==> config.mk <==
export PLATFORM = sky130hd
export DESIGN_NAME = mwae_top
export DESIGN_NICKNAME = d
export VERILOG_FILES = /design/src/common/mwae_pkg.sv /design/src/rtl/mwae_top.sv /design/src/rtl/mwae_error_log.sv /design/src/alg1a/alg1a_checker.sv /design/src/alg1a/alg1a_sequencer.sv /design/src/rtl/mwae_control_fsm.sv /design/src/rtl/mwae_config_regs.sv
export VERILOG_INCLUDE_DIRS = /design/src /design/src/common
export SDC_FILE = /design/constraint.sdc
export NUM_CORES = 1
export LEC_CHECK = 0
export ABC_AREA = 1
export BUFFER_PORTS_ARGS = -buffer_cell sky130_fd_sc_hd__buf_4
export CAP_MARGIN = 5
export CORE_MARGIN = 2
export CORE_UTILIZATION = 45
export DETAILED_ROUTE_END_ITERATION = 10
export GPL_ROUTABILITY_DRIVEN = 0
export GPL_TIMING_DRIVEN = 1
export PLACE_DENSITY = 0.73
export SLEW_MARGIN = 5
export SYNTH_ARGS = -nofsm -noshare
export SYNTH_HDL_FRONTEND = slang
export SYNTH_SLANG_ARGS = --single-unit
==> constraint.sdc <==
create_clock -name rtl_clk -period 11.63 [get_ports rtl_clk]
set_input_delay 1.163 -clock rtl_clk [delete_from_list [all_inputs] [get_ports rtl_clk]]
set_output_delay 1.163 -clock rtl_clk [all_outputs]
set_load 0.01 [all_outputs]
==> src/common/mwae_defs.svh <==
/*
  Global sizes for the memory write-and-verify engine.
  The data path is one 32-bit word with a 4-bit byte mask.
  Strides are given in lines of 1 << MWAE_LINE_SHIFT bytes.
  MWAE_RD_DEPTH must be a power of two.
*/
`ifndef MWAE_DEFS_SVH
`define MWAE_DEFS_SVH

`define MWAE_ADDR_W     32
`define MWAE_DATA_W     32
`define MWAE_MASK_W     4
`define MWAE_CNT_W      8
`define MWAE_LINE_SHIFT 6
`define MWAE_RD_DEPTH   4

// Only algorithm 1a is implemented
`define MWAE_ALG_1A     1

`endif
==> src/common/mwae_pkg.sv <==
/*
  Types shared by the write-and-verify engine.
  Stride fields are in lines and are shifted up by MWAE_LINE_SHIFT when locked.
*/
`include "mwae_defs.svh"

package mwae_pkg;

  typedef struct packed {
    logic [2:0]                                   algorithm;
    logic [`MWAE_ADDR_W-1:0]                      start_addr;
    logic [`MWAE_ADDR_W-`MWAE_LINE_SHIFT-1:0]     addr_incr;
    logic [`MWAE_ADDR_W-`MWAE_LINE_SHIFT-1:0]     set_offset;
    logic [`MWAE_DATA_W-1:0]                      pattern;
    logic [`MWAE_MASK_W-1:0]                      byte_mask;
    logic                                         pattern_incr;
    logic [`MWAE_CNT_W-1:0]                       num_incrs;
    logic [`MWAE_CNT_W-1:0]                       num_sets;
    logic [`MWAE_CNT_W-1:0]                       num_loops;
    logic                                         force_disable;
  } mwae_cfg_t;

  typedef struct packed {
    logic                    valid;
    logic                    write;
    logic [`MWAE_ADDR_W-1:0] addr;
    logic [`MWAE_DATA_W-1:0] data;
    logic [`MWAE_MASK_W-1:0] byte_mask;
  } mwae_mem_req_t;

  typedef struct packed {
    logic                    valid;
    logic [`MWAE_DATA_W-1:0] data;
    logic                    err;
  } mwae_mem_rsp_t;

  typedef struct packed {
    logic                   busy;
    logic                   done;
    logic                   config_error;
    logic                   error_found;
    logic [`MWAE_CNT_W-1:0] current_loop;
    logic [`MWAE_CNT_W-1:0] current_set;
  } mwae_status_t;

  typedef struct packed {
    logic [`MWAE_ADDR_W-1:0] addr;
    logic [`MWAE_DATA_W-1:0] expected;
    logic [`MWAE_DATA_W-1:0] observed;
    logic [`MWAE_CNT_W-1:0]  loop;
    logic                    rsp_err;
  } mwae_err_rec_t;

  // One outstanding read as the checker expects it back
  typedef struct packed {
    logic [`MWAE_ADDR_W-1:0] addr;
    logic [`MWAE_DATA_W-1:0] pattern;
    logic [`MWAE_MASK_W-1:0] mask;
    logic [`MWAE_CNT_W-1:0]  loop;
  } mwae_rd_exp_t;

  typedef struct packed {
    mwae_cfg_t               cfg;
    logic [`MWAE_ADDR_W-1:0] incr_stride;
    logic [`MWAE_ADDR_W-1:0] set_stride;
    logic [`MWAE_CNT_W-1:0]  last_incr;
    logic [`MWAE_CNT_W-1:0]  last_set;
    logic [`MWAE_CNT_W-1:0]  last_loop;
  } mwae_locked_t;

  typedef enum logic [2:0] {
    ST_IDLE,
    ST_CHECK,
    ST_RUN,
    ST_DRAIN,
    ST_FAIL,
    ST_DONE
  } mwae_state_e;

endpackage

==> src/rtl/mwae_top.sv <==
/*
  Memory write-and-verify engine, algorithm 1a with self-checking.
  i_cfg is a level from software and is latched at test start.
  force_disable and the algorithm field are also watched live.
*/
`timescale 1ns/1ps
`include "mwae_defs.svh"

module mwae_top
  import mwae_pkg::*;
(
  input  logic          rtl_clk,
  input  logic          reset_n,
  input  mwae_cfg_t     i_cfg,
  input  logic          i_clear_error,
  input  logic          i_mem_ready,
  input  mwae_mem_rsp_t i_mem_rsp,
  output mwae_mem_req_t o_mem_req,
  output mwae_status_t  o_status,
  output mwae_err_rec_t o_err_rec
);

  logic                   lock;
  logic                   run;
  logic                   busy;
  logic                   done;
  logic                   config_error;
  logic                   illegal;
  logic                   seq_done;
  logic                   rd_push;
  logic                   rd_space;
  logic                   rd_idle;
  logic                   mismatch;
  logic                   error_found;
  logic [`MWAE_CNT_W-1:0] cur_loop;
  logic [`MWAE_CNT_W-1:0] cur_set;
  mwae_locked_t           locked;
  mwae_rd_exp_t           rd_expect;
  mwae_err_rec_t          chk_rec;

  mwae_control_fsm i_mwae_control_fsm (
    .rtl_clk         (rtl_clk),
    .reset_n         (reset_n),
    .i_algorithm     (i_cfg.algorithm),
    .i_force_disable (i_cfg.force_disable),
    .i_illegal       (illegal),
    .i_seq_done      (seq_done),
    .o_lock          (lock),
    .o_run           (run),
    .o_busy          (busy),
    .o_done          (done),
    .o_config_error  (config_error)
  );

  mwae_config_regs i_mwae_config_regs (
    .rtl_clk   (rtl_clk),
    .reset_n   (reset_n),
    .i_cfg     (i_cfg),
    .i_lock    (lock),
    .o_locked  (locked),
    .o_illegal (illegal)
  );

  alg1a_sequencer i_alg1a_sequencer (
    .rtl_clk         (rtl_clk),
    .reset_n         (reset_n),
    .i_run           (run),
    .i_force_disable (i_cfg.force_disable),
    .i_locked        (locked),
    .i_mem_ready     (i_mem_ready),
    .i_rd_space      (rd_space),
    .i_rd_idle       (rd_idle),
    .o_mem_req       (o_mem_req),
    .o_rd_push       (rd_push),
    .o_rd_expect     (rd_expect),
    .o_done          (seq_done),
    .o_loop          (cur_loop),
    .o_set           (cur_set)
  );

  alg1a_checker i_alg1a_checker (
    .rtl_clk     (rtl_clk),
    .reset_n     (reset_n),
    .i_rd_push   (rd_push),
    .i_rd_expect (rd_expect),
    .i_mem_rsp   (i_mem_rsp),
    .o_rd_space  (rd_space),
    .o_rd_idle   (rd_idle),
    .o_mismatch  (mismatch),
    .o_err_rec   (chk_rec)
  );

  mwae_error_log i_mwae_error_log (
    .rtl_clk       (rtl_clk),
    .reset_n       (reset_n),
    .i_clear_error (i_clear_error),
    .i_mismatch    (mismatch),
    .i_err_rec     (chk_rec),
    .o_error_found (error_found),
    .o_err_rec     (o_err_rec)
  );

  assign o_status = '{busy: busy, done: done, config_error: config_error,
                      error_found: error_found, current_loop: cur_loop,
                      current_set: cur_set};

endmodule

==> src/rtl/mwae_error_log.sv <==
/*
  First-error log.
  Later mismatches are ignored until software clears the log.
  A clear in the same cycle as a mismatch wins.
*/
`timescale 1ns/1ps

module mwae_error_log
  import mwae_pkg::*;
(
  input  logic          rtl_clk,
  input  logic          reset_n,
  input  logic          i_clear_error,
  input  logic          i_mismatch,
  input  mwae_err_rec_t i_err_rec,
  output logic          o_error_found,
  output mwae_err_rec_t o_err_rec
);

  always_ff @(posedge rtl_clk)
  begin
    if (!reset_n)
    begin
      o_error_found <= 1'b0;
      o_err_rec     <= '0;
    end
    else if (i_clear_error)
    begin
      o_error_found <= 1'b0;
      o_err_rec     <= '0;
    end
    else if (i_mismatch && !o_error_found)
    begin
      // Sticky until cleared
      o_error_found <= 1'b1;
      o_err_rec     <= i_err_rec;
    end
  end

endmodule

==> src/alg1a/alg1a_checker.sv <==
/*
  Self-check for algorithm 1a reads.
  Responses must come back in request order, one per read.
  Only bytes enabled by the mask are compared.
*/
`timescale 1ns/1ps
`include "mwae_defs.svh"

module alg1a_checker
  import mwae_pkg::*;
(
  input  logic          rtl_clk,
  input  logic          reset_n,
  input  logic          i_rd_push,
  input  mwae_rd_exp_t  i_rd_expect,
  input  mwae_mem_rsp_t i_mem_rsp,
  output logic          o_rd_space,
  output logic          o_rd_idle,
  output logic          o_mismatch,
  output mwae_err_rec_t o_err_rec
);

  localparam int PTR_W = $clog2(`MWAE_RD_DEPTH);

  mwae_rd_exp_t            queue [`MWAE_RD_DEPTH];
  mwae_rd_exp_t            head;
  logic [PTR_W-1:0]        wr_ptr;
  logic [PTR_W-1:0]        rd_ptr;
  logic [PTR_W:0]          count;
  logic [`MWAE_DATA_W-1:0] bit_mask;
  logic                    pop;

  assign head = queue[rd_ptr];
  assign pop  = i_mem_rsp.valid;

  always_comb
  begin
    for (int b = 0; b < `MWAE_MASK_W; b++)
      bit_mask[8*b +: 8] = {8{head.mask[b]}};
  end

  always_ff @(posedge rtl_clk)
  begin
    if (i_rd_push)
      queue[wr_ptr] <= i_rd_expect;
  end

  // Pointers wrap naturally because the depth is a power of two
  always_ff @(posedge rtl_clk)
  begin
    if (!reset_n)
    begin
      wr_ptr <= '0;
      rd_ptr <= '0;
      count  <= '0;
    end
    else
    begin
      if (i_rd_push)
        wr_ptr <= wr_ptr + 1'b1;
      if (pop)
        rd_ptr <= rd_ptr + 1'b1;
      count <= count + {{PTR_W{1'b0}}, i_rd_push} - {{PTR_W{1'b0}}, pop};
    end
  end

  assign o_rd_space = count < (PTR_W+1)'(`MWAE_RD_DEPTH);
  assign o_rd_idle  = count == '0;

  assign o_mismatch = pop && ((((i_mem_rsp.data ^ head.pattern) & bit_mask) != '0) ||
                              i_mem_rsp.err);
  assign o_err_rec  = '{addr: head.addr, expected: head.pattern, observed: i_mem_rsp.data,
                        loop: head.loop, rsp_err: i_mem_rsp.err};

endmodule

==> src/alg1a/alg1a_sequencer.sv <==
/*
  Request generator for algorithm 1a.
  Each loop writes the whole set/increment grid, then reads it back.
  The request is registered and held stable until it is accepted.
  A read is loaded only when the register is free of another read.
*/
`timescale 1ns/1ps
`include "mwae_defs.svh"

module alg1a_sequencer
  import mwae_pkg::*;
(
  input  logic                   rtl_clk,
  input  logic                   reset_n,
  input  logic                   i_run,
  input  logic                   i_force_disable,
  input  mwae_locked_t           i_locked,
  input  logic                   i_mem_ready,
  input  logic                   i_rd_space,
  input  logic                   i_rd_idle,
  output mwae_mem_req_t          o_mem_req,
  output logic                   o_rd_push,
  output mwae_rd_exp_t           o_rd_expect,
  output logic                   o_done,
  output logic [`MWAE_CNT_W-1:0] o_loop,
  output logic [`MWAE_CNT_W-1:0] o_set
);

  typedef enum logic [1:0] {
    SQ_WRITE,
    SQ_READ,
    SQ_WAIT,
    SQ_FINISH
  } seq_phase_e;

  seq_phase_e              phase;
  logic [`MWAE_CNT_W-1:0]  loop_cnt;
  logic [`MWAE_CNT_W-1:0]  set_cnt;
  logic [`MWAE_CNT_W-1:0]  incr_cnt;
  logic [`MWAE_ADDR_W-1:0] set_base;
  logic [`MWAE_ADDR_W-1:0] addr_acc;
  logic [`MWAE_DATA_W-1:0] pattern;
  logic                    slot_free;
  logic                    load;
  logic                    incr_wrap;
  logic                    set_wrap;
  logic                    drained;

  assign pattern = i_locked.cfg.pattern +
                   (i_locked.cfg.pattern_incr ? `MWAE_DATA_W'(loop_cnt) : '0);

  // A write being accepted frees the slot, a read being accepted does not,
  // so the checker count is current before the next read is loaded
  assign slot_free = !o_mem_req.valid || (o_mem_req.write && i_mem_ready);
  assign load      = i_run && !i_force_disable && slot_free &&
                     ((phase == SQ_WRITE) || ((phase == SQ_READ) && i_rd_space));
  assign incr_wrap = incr_cnt == i_locked.last_incr;
  assign set_wrap  = set_cnt == i_locked.last_set;
  assign drained   = !o_mem_req.valid && i_rd_idle;

  always_ff @(posedge rtl_clk)
  begin
    if (!reset_n)
    begin
      phase           <= SQ_WRITE;
      loop_cnt        <= '0;
      set_cnt         <= '0;
      incr_cnt        <= '0;
      o_mem_req.valid <= 1'b0;
    end
    else if (!i_run)
    begin
      phase           <= SQ_WRITE;
      loop_cnt        <= '0;
      set_cnt         <= '0;
      incr_cnt        <= '0;
      o_mem_req.valid <= 1'b0;
      set_base        <= i_locked.cfg.start_addr;
      addr_acc        <= i_locked.cfg.start_addr;
    end
    else
    begin
      if (o_mem_req.valid && i_mem_ready)
        o_mem_req.valid <= 1'b0;

      if (load)
      begin
        o_mem_req.valid     <= 1'b1;
        o_mem_req.write     <= phase == SQ_WRITE;
        o_mem_req.addr      <= addr_acc;
        o_mem_req.data      <= pattern;
        o_mem_req.byte_mask <= i_locked.cfg.byte_mask;
        // Accumulators replace set * set_stride + incr * incr_stride
        if (!incr_wrap)
        begin
          incr_cnt <= incr_cnt + 1'b1;
          addr_acc <= addr_acc + i_locked.incr_stride;
        end
        else if (!set_wrap)
        begin
          incr_cnt <= '0;
          set_cnt  <= set_cnt + 1'b1;
          set_base <= set_base + i_locked.set_stride;
          addr_acc <= set_base + i_locked.set_stride;
        end
        else
        begin
          incr_cnt <= '0;
          set_cnt  <= '0;
          set_base <= i_locked.cfg.start_addr;
          addr_acc <= i_locked.cfg.start_addr;
          phase    <= (phase == SQ_WRITE) ? SQ_READ : SQ_WAIT;
        end
      end
      else if (i_force_disable && (phase != SQ_FINISH) && drained)
      begin
        phase <= SQ_FINISH;
      end
      else if ((phase == SQ_WAIT) && drained)
      begin
        if (loop_cnt == i_locked.last_loop)
        begin
          phase <= SQ_FINISH;
        end
        else
        begin
          loop_cnt <= loop_cnt + 1'b1;
          phase    <= SQ_WRITE;
        end
      end
    end
  end

  // Loops only advance once drained, so loop_cnt matches an accepted read
  assign o_rd_push   = o_mem_req.valid && !o_mem_req.write && i_mem_ready;
  assign o_rd_expect = '{addr: o_mem_req.addr, pattern: o_mem_req.data,
                         mask: o_mem_req.byte_mask, loop: loop_cnt};
  assign o_done      = phase == SQ_FINISH;
  assign o_loop      = loop_cnt;
  assign o_set       = set_cnt;

endmodule

==> src/rtl/mwae_control_fsm.sv <==
/*
  Test-level state machine.
  A test starts when the algorithm field becomes nonzero in idle.
  Done holds until software returns the algorithm field to zero.
*/
`timescale 1ns/1ps

module mwae_control_fsm
  import mwae_pkg::*;
(
  input  logic       rtl_clk,
  input  logic       reset_n,
  input  logic [2:0] i_algorithm,
  input  logic       i_force_disable,
  input  logic       i_illegal,
  input  logic       i_seq_done,
  output logic       o_lock,
  output logic       o_run,
  output logic       o_busy,
  output logic       o_done,
  output logic       o_config_error
);

  mwae_state_e state;
  mwae_state_e state_nxt;

  always_comb
  begin
    state_nxt = state;
    case (state)
      ST_IDLE:
        if (i_algorithm != 3'd0)
          state_nxt = ST_CHECK;
      // The configuration was latched on the way out of idle
      ST_CHECK:
        state_nxt = i_illegal ? ST_FAIL : ST_RUN;
      ST_RUN:
        if (i_seq_done)
          state_nxt = ST_DONE;
        else if (i_force_disable)
          state_nxt = ST_DRAIN;
      ST_DRAIN:
        if (i_seq_done)
          state_nxt = ST_DONE;
      ST_FAIL, ST_DONE:
        if (i_algorithm == 3'd0)
          state_nxt = ST_IDLE;
      default:
        state_nxt = ST_IDLE;
    endcase
  end

  always_ff @(posedge rtl_clk)
  begin
    if (!reset_n)
      state <= ST_IDLE;
    else
      state <= state_nxt;
  end

  assign o_lock         = (state == ST_IDLE) && (i_algorithm != 3'd0);
  // The sequencer keeps running while it drains after a forced disable
  assign o_run          = (state == ST_RUN) || (state == ST_DRAIN);
  assign o_busy         = o_run;
  assign o_done         = (state == ST_DONE) || (state == ST_FAIL);
  assign o_config_error = state == ST_FAIL;

endmodule

==> src/rtl/mwae_config_regs.sv <==
/*
  Configuration latch for the engine.
  The configuration is sampled once per test, on i_lock.
  o_illegal is valid from the cycle after the lock.
*/
`timescale 1ns/1ps
`include "mwae_defs.svh"

module mwae_config_regs
  import mwae_pkg::*;
(
  input  logic         rtl_clk,
  input  logic         reset_n,
  input  mwae_cfg_t    i_cfg,
  input  logic         i_lock,
  output mwae_locked_t o_locked,
  output logic         o_illegal
);

  logic bad_algorithm;
  logic bad_alignment;
  logic bad_loops;

  always_ff @(posedge rtl_clk)
  begin
    if (!reset_n)
    begin
      o_locked <= '0;
    end
    else if (i_lock)
    begin
      o_locked.cfg         <= i_cfg;
      // Register values count lines, the engine works in bytes
      o_locked.incr_stride <= `MWAE_ADDR_W'(i_cfg.addr_incr) << `MWAE_LINE_SHIFT;
      o_locked.set_stride  <= `MWAE_ADDR_W'(i_cfg.set_offset) << `MWAE_LINE_SHIFT;
      o_locked.last_incr   <= i_cfg.num_incrs;
      o_locked.last_set    <= i_cfg.num_sets;
      o_locked.last_loop   <= i_cfg.num_loops - 1'b1;
    end
  end

  assign bad_algorithm = o_locked.cfg.algorithm != 3'(`MWAE_ALG_1A);
  assign bad_alignment = o_locked.cfg.start_addr[`MWAE_LINE_SHIFT-1:0] != '0;

  // There is no infinite looping, so a loop count of zero is rejected
  assign bad_loops     = o_locked.cfg.num_loops == '0;

  assign o_illegal = bad_algorithm || bad_alignment || bad_loops;

endmodule

==> flow_summary_export.csv <==
group,metric,value,unit
outcome,status,"complete, no violations",
sta,slew_headroom,29.4,%
drt,routed_wl,89200,µm
global_routing,grt_pass1_wl,136000,µm
power_and_ir_drop,power,7.75,mW
yosys,yosysTopAreaCellShare,40.5,%
sta,finalCritPeriodShare,38.9,%
clock_tree,cts_tree,"built",
global_routing,grt_pass1_vias,23900,
die,core,71400,µm²
critical_path,cp_max_fo,101,
critical_path,max_stage_delay,0.87,ns
sta,clock_skew,0.0221,ns
sta,rsz0062_at_grt,"no",
sta,fmax,221,MHz
final_layout,fill_cells,6363,
yosys,avgSynthCellArea,9.13,µm²
global_routing,antenna_found_initial,2,
critical_path,crit_arrival,5.07,ns
final_layout,area_delta_synth_final,19.7,%
drt,drc_errors,0,
critical_path,cp_num_buf_inv,4,
power_and_ir_drop,power_density,200,nW/µm²
yosys,async_flop_share,0,%
clock_tree,clk_latency,0.62,ns
sta,min_period,4.52,ns
sta,tightest_slew,1.06,ns
sta,slew_violations,0,
worst_hold_path,min-delay-start,"i_alg1a_sequencer.addr_acc[0]",
clock_tree,cts_buffers,80,
final_layout,nets,4139,
placement,dp_slack,7.19,ns
power_and_ir_drop,p_leak,16.1,nW
clock_tree,post_cts_buffers,0,
final_layout,mostFrequentLayoutCell,"nand2_1",
critical_path,end_kind,"flip-flop",
final_layout,drive_gt1_share,14.6,%
critical_path,cp_slowest_cell,"buf_4",
sta,setup_tns,0,ns
clock_tree,cts_buffer_depth,3,
critical_path,critPathLaunchType,"flip-flop",
final_layout,diodes,0,
yosys,ys_seq_area_share,59.1,%
yosys,synth_area_leader_cell,"edfxtp_1",
critical_path,reg2reg_depth,17,
drt,avgRoutedWirePerCell,18.2,µm
die,die_w,272,µm
die,num_rows,98,
die,dieArea,74200,µm²
clock_tree,cts.sinks,738,
die,fp.dieH,272,µm
power_and_ir_drop,ir_drop,139,µV
yosys,synth_nets,3810,
global_routing,grt.overflow.total,0,
yosys,ys_top_cells_by_area,"edfxtp_1, dfxtp_1, nand2_1, nor2_1, nand3_1",
worst_hold_path,hold_class,"reg -> reg",
sta,finalSetupViolCount,0,
critical_path,crit_chain,"inv_4 > buf_4 > nand2_1 > nand2_1 > nand2_1 > nand2_1 > nand3_1 > nand2_1 > nor2_1 > nand2_1 > nor2_1 > nand3_2 > nand2_4 > inv_2 > buf_4 > nor2_1 > nor2_1",
critical_path,critPathMostFrequentCell,"nand2_1",
final_layout,layout_common_cells,"nand2_1, nor2_1, edfxtp_1",
drt,routed_via_density,5.26,
sta,hold_viol,0,
clock_tree,holdBufCountCts,0,
worst_hold_path,min_to,"i_alg1a_sequencer.o_mem_req[36]",
yosys,postSynthCellCount,3551,
clock_tree,clk_pin_slew,0.06,ns
worst_hold_path,hold_depth,0,
yosys,synth_edf_count,437,
critical_path,r2r-end,"i_mwae_error_log.o_err_rec[9]",
clock_tree,htree_levels,3,
yosys,ys_ff_latch,738,
clock_tree,root_buffer,"clkbuf_16",
drt,routed-via-count,25700,
drt,drt-initial-drc-count,2295,
critical_path,worstPathRequired,12.18,ns
drt,postRouteAntennaNets,0,
yosys,ys.flop_type,"edfxtp_1",
flow_run,cap_violations,0,
sta,finalWorstSetupSlack,7.11,ns
critical_path,crit_type,"reg -> reg",
yosys,yosysUniqueCellTypes,42,
yosys,synth_warnings,0,
die,num_io_pins,382,
placement,hpwl,61800,µm
critical_path,cp_top_family,"buffers and inverters",
placement,port_buffers,381,
yosys,synth_area,32400,µm²
clock_tree,cts_resized,0,
global_routing,track_usage,23.5,%
drt,dr.pass1.iters,8,
critical_path,ff2ff_setup_slack,7.11,ns
global_routing,grt_max_degree,102,
die,start_util,45.4,%
area by class of cell:
class	count	area, µm²	share of cell area [%]
Clock buffer	113	2350	6.06
Clock inverter	34	393	1.01
Inverter	244	921	2.37
Multi-Input combinational cell	2408	11700	30.2
Sequential cell	738	19200	49.4
Tap cell	950	1190	3.06
Timing Repair Buffer	408	3060	7.90
Yosys cell counts, types with 2 or more instances:
library cell  count
nand2_1         706
nor2_1          628
edfxtp_1        437
dfxtp_1         301
nand3_1         278
o21ai_0         277
inv_1           236
a21oi_1         171
clkbuf_1        117
ha_1             68
xor2_1           63
nor3_1           32
buf_2            29
xnor2_1          28
a32o_1           26
nand4_1          25
or2_2            21
o22ai_1          16
nor4_1           10
o211ai_1          9
buf_4             7
nor3b_1           7
o21ai_1           5
o21bai_1          5
o221ai_1          5
a31oi_1           4
buf_1             4
buf_6             4
clkinv_1          4
fa_1              4
inv_2             4
a211oi_1          3
a21o_1            3
and2_1            3
nor2_4            2
o21a_1            2
or2_1             2
worst max-delay path by stage:
stage | startpoint | end | slack, ns | depth (start not counted)
CTS | flip-flop | i_mwae_error_log.o_err_rec[9] | 7.11 | 17
global route | flip-flop | i_mwae_error_log.o_err_rec[69] | 6.67 | 17
detailed placement | flip-flop | i_mwae_error_log.o_err_rec[9] | 7.19 | 17
finish | flip-flop | i_mwae_error_log.o_err_rec[9] | 7.11 | 17
global placement | flip-flop | i_mwae_error_log.o_err_rec[33] | 7.27 | 17
floorplan | i_mem_ready | i_alg1a_checker.queue[0][0] | 6.37 | 4
cells by family after synthesis:
family	count (synthesis)	share of synthesized area (%)
flops	738	59.1
xor+xnor	91	2.46
fa+ha+maj	72	2.87
simple gates	1718	21.8
compound gates	527	8.86
buf+inv	405	4.98
flip-flops by register name (all words and copies together), names as in the netlist, named ones only:
signal,count
i_alg1a_checker.rd_ptr,2
i_alg1a_sequencer.o_mem_req,70
i_alg1a_sequencer.set_base,32
i_alg1a_sequencer.o_loop,8
i_alg1a_sequencer.o_set,8
i_mwae_control_fsm.state,3
i_alg1a_checker.count,3
i_mwae_error_log.o_err_rec,105
i_alg1a_checker.queue,304
i_alg1a_sequencer.addr_acc,32
i_alg1a_sequencer.incr_cnt,8
i_mwae_config_regs.o_locked,156
i_alg1a_checker.wr_ptr,2
i_alg1a_sequencer.phase,2
i_mwae_error_log.o_error_found,1
stage by stage:
stage	util, %	instance area, µm²	hold WS, ns	std cells
after floorplan	-	32400	0.400	3551
after global placement	50.5	36000	0.403	4748
after detailed placement	50.5	36000	0.407	4748
after CTS	54.3	38800	0.415	4895
after global routing	54.3	38800	0.419	4895
final	54.3	38800	0.415	4895
report_power, final:
part           total (mW)  switching (mW)  internal [mW]
registers            3.29           0.210           3.08
logic                1.84            1.22          0.622
clock network        2.62            1.03           1.59
layer usage:
layer	track usage, %	up-vias	share of wire [%]
met3	4.08	142	7.8
li1	-	12600	-
met2	36.3	962	45
met1	33.7	12000	45
met4	7.26	4	2.6
met5	0	-	0.031
(Power assumes the default switching activity.)
